<file path="config.mk">
export PLATFORM = sky130hd
export DESIGN_NAME = cam_capture_top
export DESIGN_NICKNAME = d
export VERILOG_FILES = /design/src/rtl/cam_bus_pkg.sv /design/src/rtl/pixel_pkg.sv /design/src/rtl/cam_capture.sv /design/src/rtl/pixel_fifo.sv /design/src/rtl/cam_capture_top.sv
export VERILOG_INCLUDE_DIRS = /design/src /design/src/rtl
export SDC_FILE = /design/constraint.sdc
export NUM_CORES = 1
export LEC_CHECK = 0
export BUFFER_PORTS_ARGS = -buffer_cell sky130_fd_sc_hd__buf_2
export CELL_PAD_IN_SITES_DETAIL_PLACEMENT = 1
export CELL_PAD_IN_SITES_GLOBAL_PLACEMENT = 1
export CORE_MARGIN = 10
export CORE_UTILIZATION = 53
export CTS_CLUSTER_DIAMETER = 40
export DETAILED_ROUTE_END_ITERATION = 7
export HOLD_SLACK_MARGIN = 0.06
export MAX_ROUTING_LAYER = met4
export PLACE_DENSITY_LB_ADDON = 0.12
export SLEW_MARGIN = 20
export SYNTH_ARGS = -nofsm -noshare
export SYNTH_HDL_FRONTEND = slang
export SYNTH_HIERARCHICAL = 1
export SYNTH_SLANG_ARGS = --single-unit
</file>
<file path="constraint.sdc">
create_clock -name i_pclk -period 2.8 [get_ports i_pclk]
set_input_delay 0.28 -clock i_pclk [delete_from_list [all_inputs] [get_ports i_pclk]]
set_output_delay 0.28 -clock i_pclk [all_outputs]
set_load 0.02 [all_outputs]
</file>
<file path="src/rtl/cam_params.svh">
// capture parameters: active window, pixel FIFO depth and input register depth
`ifndef CAM_PARAMS_SVH
`define CAM_PARAMS_SVH

// kept pixels per line
`define CAM_H_ACTIVE 320

// kept lines per frame
`define CAM_V_ACTIVE 240

// pixel FIFO address width, 16 entries
`define CAM_FIFO_AW 4

// register stages on the camera inputs
// the capture latency depends on this value
`define CAM_SYNC_STAGES 2

`endif

</file>
<file path="src/rtl/cam_bus_pkg.sv">
// camera bus package: types for the byte-wide OV7670 sensor interface
package cam_bus_pkg;

    // one data byte from the sensor
    typedef logic [7:0] cam_byte_t;

    // one sampled pixel-clock cycle of the camera pins
    typedef struct packed {
        logic      vsync;  // high during the frame pulse
        logic      hsync;  // high while line bytes are valid
        cam_byte_t data;
    } cam_bus_t;

endpackage

</file>
<file path="src/rtl/pixel_pkg.sv">
// pixel package: pixel word, window counters and capture FSM states
package pixel_pkg;

    // RGB444 pixel, red in [11:8], green in [7:4], blue in [3:0]
    typedef logic [11:0] rgb444_t;

    // pixel position within a line
    typedef logic [9:0] h_count_t;

    // line position within a frame
    typedef logic [8:0] v_count_t;

    // capture FSM
    typedef enum logic [1:0] {
        WAIT_CFG,  // sensor not configured yet
        WAIT_SOF,  // armed, waiting for vsync fall
        ACTIVE     // pairing bytes inside the frame
    } cap_state_e;

endpackage

</file>
<file path="src/rtl/cam_capture.sv">
// camera capture: sync edge detection, line and frame counting, byte pairing and crop
`timescale 1ns/1ps
`include "cam_params.svh"

module cam_capture (
    input  logic                  i_pclk,
    input  logic                  i_rstn,
    input  logic                  i_cfg_done,
    input  cam_bus_pkg::cam_bus_t i_cam,
    output logic                  o_wr,
    output pixel_pkg::rgb444_t    o_wdata,
    output logic                  o_sof
);
    import cam_bus_pkg::*;
    import pixel_pkg::*;

    localparam int LAST = `CAM_SYNC_STAGES - 1;

    cam_bus_t   sync_q [`CAM_SYNC_STAGES];  // input register chain
    cam_bus_t   cam_s;                      // last stage, all logic works on this
    logic       vsync_d;                    // edge compare register
    logic       hsync_d;
    logic       sof;
    logic       line_start;

    cap_state_e state;
    cap_state_e state_nxt;
    h_count_t   h_count;                    // completed pixels in this line
    v_count_t   v_count;                    // current line
    logic       second_byte;                // pairing phase
    logic [3:0] red_hold;                   // red nibble of the first byte
    logic       keep;

    assign cam_s      = sync_q[LAST];
    assign sof        = vsync_d & ~cam_s.vsync;   // vsync fall
    assign line_start = cam_s.hsync & ~hsync_d;   // hsync rise
    assign keep       = (h_count < `CAM_H_ACTIVE) && (v_count < `CAM_V_ACTIVE);

    // input registers and edge compare
    always_ff @(posedge i_pclk) begin
        if (!i_rstn) begin
            for (int i = 0; i < `CAM_SYNC_STAGES; i++) begin
                sync_q[i] <= '0;
            end
            vsync_d <= 1'b0;
            hsync_d <= 1'b0;
            o_sof   <= 1'b0;
        end else begin
            sync_q[0] <= i_cam;
            for (int i = 1; i < `CAM_SYNC_STAGES; i++) begin
                sync_q[i] <= sync_q[i-1];
            end
            vsync_d <= cam_s.vsync;
            hsync_d <= cam_s.hsync;
            o_sof   <= sof;                  // third stage, fixed latency
        end
    end

    // the vsync pulse heads every frame, so a high vsync means a new frame is coming
    always_comb begin
        state_nxt = state;
        case (state)
            WAIT_CFG: begin
                if (i_cfg_done && cam_s.vsync) begin
                    state_nxt = WAIT_SOF;    // configured, next frame is whole
                end
            end
            WAIT_SOF: begin
                if (sof) begin
                    state_nxt = ACTIVE;
                end
            end
            ACTIVE: begin
                if (cam_s.vsync) begin
                    state_nxt = WAIT_SOF;    // re-arm for the next frame
                end
            end
            default: begin
                state_nxt = WAIT_CFG;
            end
        endcase
    end

    // counters, pairing phase and write strobe
    always_ff @(posedge i_pclk) begin
        if (!i_rstn) begin
            state       <= WAIT_CFG;
            h_count     <= '0;
            v_count     <= '1;
            second_byte <= 1'b0;
            o_wr        <= 1'b0;
        end else begin
            state <= state_nxt;
            o_wr  <= 1'b0;
            if (state == WAIT_SOF && sof) begin
                h_count     <= '0;
                v_count     <= '1;           // first hsync rise wraps to line 0
                second_byte <= 1'b0;
            end else if (state == ACTIVE && cam_s.hsync) begin
                if (line_start) begin
                    h_count     <= '0;
                    v_count     <= v_count + 1'b1;
                    second_byte <= 1'b1;     // this byte is red
                end else if (second_byte) begin
                    o_wr        <= keep;     // crop
                    second_byte <= 1'b0;
                    if (h_count != '1) begin
                        h_count <= h_count + 1'b1;
                    end
                end else begin
                    second_byte <= 1'b1;
                end
            end
        end
    end

    // pixel assembly
    always_ff @(posedge i_pclk) begin
        if (cam_s.hsync && (line_start || !second_byte)) begin
            red_hold <= cam_s.data[3:0];
        end
        o_wdata <= {red_hold, cam_s.data};   // green and blue whole
    end

endmodule

</file>
<file path="src/rtl/pixel_fifo.sv">
// pixel FIFO: single-clock circular buffer with empty flag and sticky overflow
`timescale 1ns/1ps
`include "cam_params.svh"

module pixel_fifo (
    input  logic               i_pclk,
    input  logic               i_rstn,
    input  logic               i_wr,
    input  pixel_pkg::rgb444_t i_wdata,
    input  logic               i_rd,
    output pixel_pkg::rgb444_t o_rd_data,
    output logic               o_empty,
    output logic               o_overflow
);
    import pixel_pkg::*;

    localparam logic [`CAM_FIFO_AW:0] DEPTH = 1 << `CAM_FIFO_AW;

    rgb444_t                 mem [0:DEPTH-1];
    logic [`CAM_FIFO_AW-1:0] wr_ptr;
    logic [`CAM_FIFO_AW-1:0] rd_ptr;
    logic [`CAM_FIFO_AW:0]   count;      // occupancy
    logic                    full;
    logic                    do_rd;
    logic                    do_wr;

    assign full    = (count == DEPTH);
    assign o_empty = (count == '0);
    assign do_rd   = i_rd & ~o_empty;            // read on empty ignored
    assign do_wr   = i_wr & (~full | do_rd);     // full but popping still fits

    always_ff @(posedge i_pclk) begin
        if (!i_rstn) begin
            wr_ptr     <= '0;
            rd_ptr     <= '0;
            count      <= '0;
            o_overflow <= 1'b0;
        end else begin
            if (do_wr) begin
                wr_ptr <= wr_ptr + 1'b1;
            end
            if (do_rd) begin
                rd_ptr <= rd_ptr + 1'b1;
            end
            case ({do_wr, do_rd})
                2'b10:   count <= count + 1'b1;
                2'b01:   count <= count - 1'b1;
                default: count <= count;
            endcase
            if (i_wr && !do_wr) begin
                o_overflow <= 1'b1;      // held until reset
            end
        end
    end

    // storage and read port
    always_ff @(posedge i_pclk) begin
        if (do_wr) begin
            mem[wr_ptr] <= i_wdata;
        end
        if (do_rd) begin
            o_rd_data <= mem[rd_ptr];    // one cycle after the strobe
        end
    end

endmodule

</file>
<file path="src/rtl/cam_capture_top.sv">
// camera capture top: capture block feeding the pixel FIFO write port
`timescale 1ns/1ps

module cam_capture_top (
    input  logic                  i_pclk,
    input  logic                  i_rstn,
    input  logic                  i_cfg_done,
    input  cam_bus_pkg::cam_bus_t i_cam,
    input  logic                  i_rd,
    output pixel_pkg::rgb444_t    o_rd_data,
    output logic                  o_empty,
    output logic                  o_overflow,
    output logic                  o_sof
);
    import pixel_pkg::*;

    logic    cap_wr;     // write strobe into the FIFO
    rgb444_t cap_wdata;

    cam_capture u_cam_capture (
        .i_pclk     (i_pclk),
        .i_rstn     (i_rstn),
        .i_cfg_done (i_cfg_done),
        .i_cam      (i_cam),
        .o_wr       (cap_wr),
        .o_wdata    (cap_wdata),
        .o_sof      (o_sof)
    );

    pixel_fifo u_pixel_fifo (
        .i_pclk     (i_pclk),
        .i_rstn     (i_rstn),
        .i_wr       (cap_wr),
        .i_wdata    (cap_wdata),
        .i_rd       (i_rd),
        .o_rd_data  (o_rd_data),
        .o_empty    (o_empty),
        .o_overflow (o_overflow)
    );

endmodule

</file>
Yosys cells after proc, flatten, opt, wreduce, memory -nomap -nowiden --
Memory sizes are Yosys's and may differ from the RTL's. A register that Yosys moved wholly into a read port is not among the register bits. Index checks and enable logic that the tools add are counted.
Word-level totals: register bits after elaboration 56, RAM bits 212, input port bits 14, output and inout bits 15, word-level logic and storage cells 82, memories kept 2
Memory list:
- u_pixel_fifo.mem | words 16, bits a word 12, read ports 1, clocked after Yosys merged registers in 1, write ports 1, line pixel_fifo.sv:19 | rgb444_t mem [0:DEPTH-1];
- u_cam_capture.sync_q | words 2, bits a word 10, read ports 2, clocked after Yosys merged registers in 0, write ports 2, line cam_capture.sv:19 | cam_bus_t sync_q [`CAM_SYNC_STAGES];
Cells by class: $add $sub $neg 6, $lt $le $gt $ge 2, equality and inequality tests 9, mux-type cells 16, bitwise operators 14, reduce and logical (&&, ||, !) cells 19
Operators by type and width (count):
- $mux 10 | 5
- $add 10x1->10 const B | 1
- $lt 10x9->1 const B | 1
- $ne 10x10->1 const B | 1
- $pmux 5 s2 | 1
- $add 9x1->9 const B | 1
- $lt 9x8->1 const B | 1
- $add 4x1->4 const B | 2
- $not 1->1 | 7
- $logic_and 1x1->1 | 6
- $mux 1 | 6
- $mux 2 | 3
- $ne 2x1->1 const B | 3
- $pmux 2 s3 | 1
- $reduce_and 3->1 | 2
- $reduce_bool 2->1 | 3
- $add 5x1->5 const B | 1
- $eq 5x5->1 const B | 1
- $logic_not 5->1 | 1
- $reduce_or 5->1 | 1
- $sub 5x1->5 const B | 1
- $and 1x1->1 | 4
- $eq 2x1->1 const B | 2
- $eq 2x2->1 const B | 2
- 6 further kinds | 9

Logic depth before layout (Yosys ltp) --
depth in word-level cells 7, gate-level depth with buffers 9, depth with buffers taken out 8

Modules after synthesis --
Netlist, hierarchy kept.
Modules (own cells, without submodules):
- pixel_fifo | instances 1, cells each 433, area an instance 8619.5 um2, sequential area each 6406.1 um2
- cam_capture | instances 1, cells each 197, area an instance 2170.8 um2, sequential area each 1281.2 um2

Least setup slack after synthesis --
No wires, ideal clock.
path kind reg-to-reg, start register u_pixel_fifo.count[0], end register u_pixel_fifo.count[4], setup time 0.064 ns, arrival 2.302 ns, data required time 2.736 ns, path slack 0.434 ns, stages on the path, launching flop included 10, path through dfxtp_1 -> or4_4 -> buf_6 -> o21ai_2 -> inv_2 -> ha_1 -> nand2b_1 -> a21oi_1 -> or4_1 -> nand4_1
On the way: word-level cells in the longest chain between the ends 7, elaborated cells on any way between the ends 13, classes of those cells 2 x add/sub; 3 x eq/ne; 1 x mux; 5 x bitwise; 2 x reduce/logical
RTL lines:
- from (decl) | line pixel_fifo.sv:22 | logic [`CAM_FIFO_AW:0] count;
- from (signal assigned) | line pixel_fifo.sv:46 | 2'b10: count <= count + 1'b1;
- from (signal assigned) | line pixel_fifo.sv:47 | 2'b01: count <= count - 1'b1;
- from (signal assigned) | line pixel_fifo.sv:48 | default: count <= count;
- $logic_not 5->1 | line pixel_fifo.sv:28 | assign o_empty = (count == '0);
- $not 1->1 | line pixel_fifo.sv:29 | assign do_rd = i_rd & ~o_empty;
- $and 1x1->1 | line pixel_fifo.sv:29
- $or 1x1->1 | line pixel_fifo.sv:30 | assign do_wr = i_wr & (~full | do_rd);
- $and 1x1->1 | line pixel_fifo.sv:30
- $eq 2x1->1 / $eq 2x2->1 (equally long branches) | line pixel_fifo.sv:45 | case ({do_wr, do_rd})
- $pmux 5 s2 / $reduce_bool 2->1 (equally long branches)
Several ways; a longest one is shown, not always the timed one. A chain may end at the register's enable or synchronous reset.

Worst setup path in the final report --
Ends and elaborated chain as after synthesis.

==> qor.log <==
INFO  run_status     result_of_the_run=completed
INFO  cells_and_area commonest_cells_after_routing_fill_and_taps_aside=sky130_fd_sc_hd__edfxtp_1 (208), sky130_fd_sc_hd__dfxtp_1 (70), sky130_fd_sc_hd__mux4_2 (48)
INFO  cells_and_area layout-area-overhead-vs-synth=15.8%
INFO  critical_path  timing.reg2reg.worst_path_depth=8
INFO  critical_path  start_kind=flop
INFO  route          detailedRoute.firstPassIterationCount=4
INFO  clocking       clockBufferDepth=3
INFO  placement      dpl_worst_slack=0.257ns
INFO  grt            via_count_of_the_first_global_routing_pass=6112
INFO  clocking       cts_repair_resize_count=0
INFO  logic_synthesis synth_largest_area_cell=sky130_fd_sc_hd__edfxtp_1
INFO  logic_synthesis share_of_yosys_cell_area_claimed_by_the_top_area_cell_type=0.579
INFO  sta            fin_skew=0.0248ns
INFO  floorplan      starting_utilization_of_the_core_area=0.537
INFO  worst_hold_path worstHoldPathCells=3
INFO  sta            setup-tns-final=0ns
INFO  worst_hold_path min_path_type=in2reg
INFO  route          detailedRoute.firstIterationViolations=398
INFO  placement      dpl_cell_area=11200µm²
INFO  critical_path  worstPathRequired=3.24ns
INFO  logic_synthesis postSynthNetCount=655
INFO  clocking       clock-sinks=280
INFO  sta            rsz0062_at_grt=false
INFO  logic_synthesis synth-async-reset-ratio=0
INFO  worst_hold_path min_to=u_pixel_fifo/count[4]
INFO  worst_hold_path hold_path.startpoint=i_rd
INFO  floorplan      die_y=163µm
INFO  logic_synthesis yosys_warnings=6
INFO  placement      place_congestion=0.790
INFO  clocking       clock_tree.htree_level_count=2
INFO  route          drt.antenna.violating_nets=0
INFO  cells_and_area stdcell_area=12500µm²
INFO  power_and_ir_drop ir_worst_vdd=389µV
INFO  cells_and_area final_nets=713
INFO  sta            setup_viol_count_final=0
INFO  floorplan      std_cell_rows=52
INFO  power_and_ir_drop static-leakage-power=4.14nW
INFO  critical_path  end_kind=flop
INFO  sta            period_share=0.914
INFO  logic_synthesis number_of_flops_mapped_to_enable_cells_by_yosys=208
INFO  critical_path  cp.arrival=3.00ns
INFO  route          post_drt_via_cell_ratio=5.85
INFO  sta            period_needed=2.56ns
INFO  route          routed_wirelength=23700µm
INFO  clocking       clk_transition_reported_paths=0.05ns
INFO  logic_synthesis synth.area.top_cells=sky130_fd_sc_hd__edfxtp_1 (58%), sky130_fd_sc_hd__dfxtp_1 (13%), sky130_fd_sc_hd__mux4_2 (10%)
INFO  logic_synthesis synthFlopType=sky130_fd_sc_hd__edfxtp_1
INFO  grt            globalRoute.totalOverflow=0
INFO  floorplan      area_inside_the_core_boundary=20100µm²
INFO  sta            fin_ws=0.242ns
INFO  floorplan      die-width=163µm
INFO  placement      place_hpwl=14700µm
INFO  clocking       tritoncts.num_buffers=36
INFO  grt            antenna_violations_before_repair=0
INFO  logic_synthesis synthDistinctLibCells=61
INFO  clocking       root_buffer=sky130_fd_sc_hd__clkbuf_16
INFO  logic_synthesis synthesis.area_per_instance=17.1µm²
INFO  grt            grt_max_degree=52
INFO  critical_path  critical_path.reg2reg.endpoint=u_pixel_fifo/count[4]
INFO  cells_and_area antennaDiodeCount=0
INFO  critical_path  crit_chain=or4_4, o21ai_2, inv_2, ha_1, nand2b_1, a21oi_1, or4_1, nand4_1
INFO  logic_synthesis synth-seq-cells=280
INFO  clocking       insertion_delay=0.51ns
INFO  route          detailroute.via_count=5748
INFO  power_and_ir_drop power-per-cell-area=724nW/µm²
INFO  cells_and_area final_standard_cell_utilization_of_the_core=0.622
INFO  route          avgRoutedWirePerCell=24.1µm
INFO  sta            hold_violations=0
INFO  grt            grt_pass1_wl=37000µm
INFO  sta            max_freq=391MHz
INFO  run            maxCapViolations=0
INFO  critical_path  worstReg2RegStart=u_pixel_fifo/count[0]
INFO  route          route.detailed.drc=0
INFO  critical_path  critical-path-max-stage-delay=0.62ns
INFO  sta            timing_max_transition_violations_final=0
INFO  sta            hold_slack=0.177ns
INFO  critical_path  r2r_slack=0.24ns
INFO  sta            relSlewSlack=0.473
INFO  cells_and_area filler_cell_count=1775
INFO  logic_synthesis ys_seq_area_frac=0.712
INFO  critical_path  critPathKind=reg2reg
INFO  critical_path  cp_slowest_cell=sky130_fd_sc_hd__or4_4
INFO  grt            global_route.usage.total=0.188
INFO  floorplan      die-area=26500µm²
INFO  cells_and_area most_common_cell_after_layout_fill_and_taps_aside=sky130_fd_sc_hd__edfxtp_1
INFO  placement      buffer_ports.inserted=28
INFO  clocking       tritoncts=built
INFO  logic_synthesis synth_cells=630
INFO  cells_and_area drive_above_1_share=0.226
INFO  critical_path  timing.critical_path.fanout_max=6
INFO  sta            max_slew.worst_pin.slew=0.783ns
INFO  floorplan      top_level_ports=29
INFO  logic_synthesis netlist_area=10800µm²
## power breakdown
group | total [mW] | switching [mW] | internal (mW)
Clock | 4.51 | 1.75 | 2.76
Combinational | 0.0624 | 0.0321 | 0.0304
Sequential | 4.48 | 0.0311 | 4.44
## through the flow
step	power, mW	instances
finish	9.05	983
global placement	4.61	910
CTS	9.15	983
global route	9.35	983
floorplan	4.58	630
detailed placement	4.61	910
## timing repair
item	CTS	global route
endpoints found under the hold margin	10	0
hold buffers	10	0
buffers inserted	0	0
## kinds of logic after synthesis
family / share of synthesized area
and+or+nand+nor: 0.0860
AOI/OAI and AO/OA: 0.0544
DFF: 0.712
xor gates and xnor gates: 0.00649
muxes: 0.108
buffers and inverters: 0.0196
adders and majority gates: 0.0135
## state kept, by name, summed over array words and instances, names as in the netlist, 2 cells and up
register                count
u_pixel_fifo/rd_ptr         4
u_pixel_fifo/o_rd_data     12
u_cam_capture/v_count       9
u_pixel_fifo/count          5
u_cam_capture/sync_q       20
u_pixel_fifo/wr_ptr         4
u_cam_capture/state         2
u_cam_capture/o_wdata      12
u_cam_capture/h_count      10
u_cam_capture/red_hold      4
u_pixel_fifo/mem          192
## per-layer routing
| layer | track usage | part of all wire |
|---|---|---|
| met1 | 0.227 | 0.41 |
| met2 | 0.320 | 0.53 |
| met4 | 0.0508 | 0.018 |
| met3 | 0.0326 | 0.044 |
| met5 | - | 0 |
## worst max-delay path by stage
| stage | cells past startpoint | to | slack [ns] | start |
|---|---|---|---|---|
| after floorplan | 9 | u_pixel_fifo/count[4] | 0.43 | u_pixel_fifo/count[0] |
| after global routing | 8 | u_pixel_fifo/count[4] | 0.15 | u_pixel_fifo/count[0] |
| after detailed placement | 8 | u_pixel_fifo/count[4] | 0.26 | u_pixel_fifo/count[0] |
| final | 8 | u_pixel_fifo/count[4] | 0.24 | u_pixel_fifo/count[0] |
| after CTS | 8 | u_pixel_fifo/count[4] | 0.24 | u_pixel_fifo/count[0] |
| after global placement | 8 | u_pixel_fifo/count[4] | 0.39 | u_pixel_fifo/count[0] |
## Yosys cell counts, types with 5 or more instances
cell / count
sky130_fd_sc_hd__buf_2: 7
sky130_fd_sc_hd__nand2_1: 31
sky130_fd_sc_hd__edfxtp_1: 208
sky130_fd_sc_hd__dfxtp_1: 72
sky130_fd_sc_hd__o21ai_0: 13
sky130_fd_sc_hd__and2_1: 44
sky130_fd_sc_hd__nor2b_1: 7
sky130_fd_sc_hd__mux2i_1: 8
sky130_fd_sc_hd__xnor2_1: 5
sky130_fd_sc_hd__a22oi_1: 24
sky130_fd_sc_hd__nand3_1: 7
sky130_fd_sc_hd__nand4_1: 8
sky130_fd_sc_hd__and3_1: 13
sky130_fd_sc_hd__ha_1: 10
sky130_fd_sc_hd__clkbuf_1: 15
sky130_fd_sc_hd__nand2b_1: 5
sky130_fd_sc_hd__nor3_1: 6
sky130_fd_sc_hd__a21oi_1: 8
sky130_fd_sc_hd__inv_1: 11
sky130_fd_sc_hd__nor2_1: 13
sky130_fd_sc_hd__mux4_2: 48
## cell type report
cell class,instances,area (µm²),area share
clock buffers,41,951,0.0761
clock inverters,22,240,0.0192
inverters,12,45.0,0.00360
multi-input cells,310,2890,0.231
flip-flops and latches,280,7690,0.615
well taps,270,338,0.0270
repair buffers,48,340,0.0272
## worst max-delay path: cells and delay by family, from the launching register on
kind	cells	cell delay (ns)
compound gates	2	0.33
flops	1	0.34
simple gates	4	1.41
fa+ha+maj	1	0.33
buf+inv	1	0.10
Power figures use the tool's default switching activity.
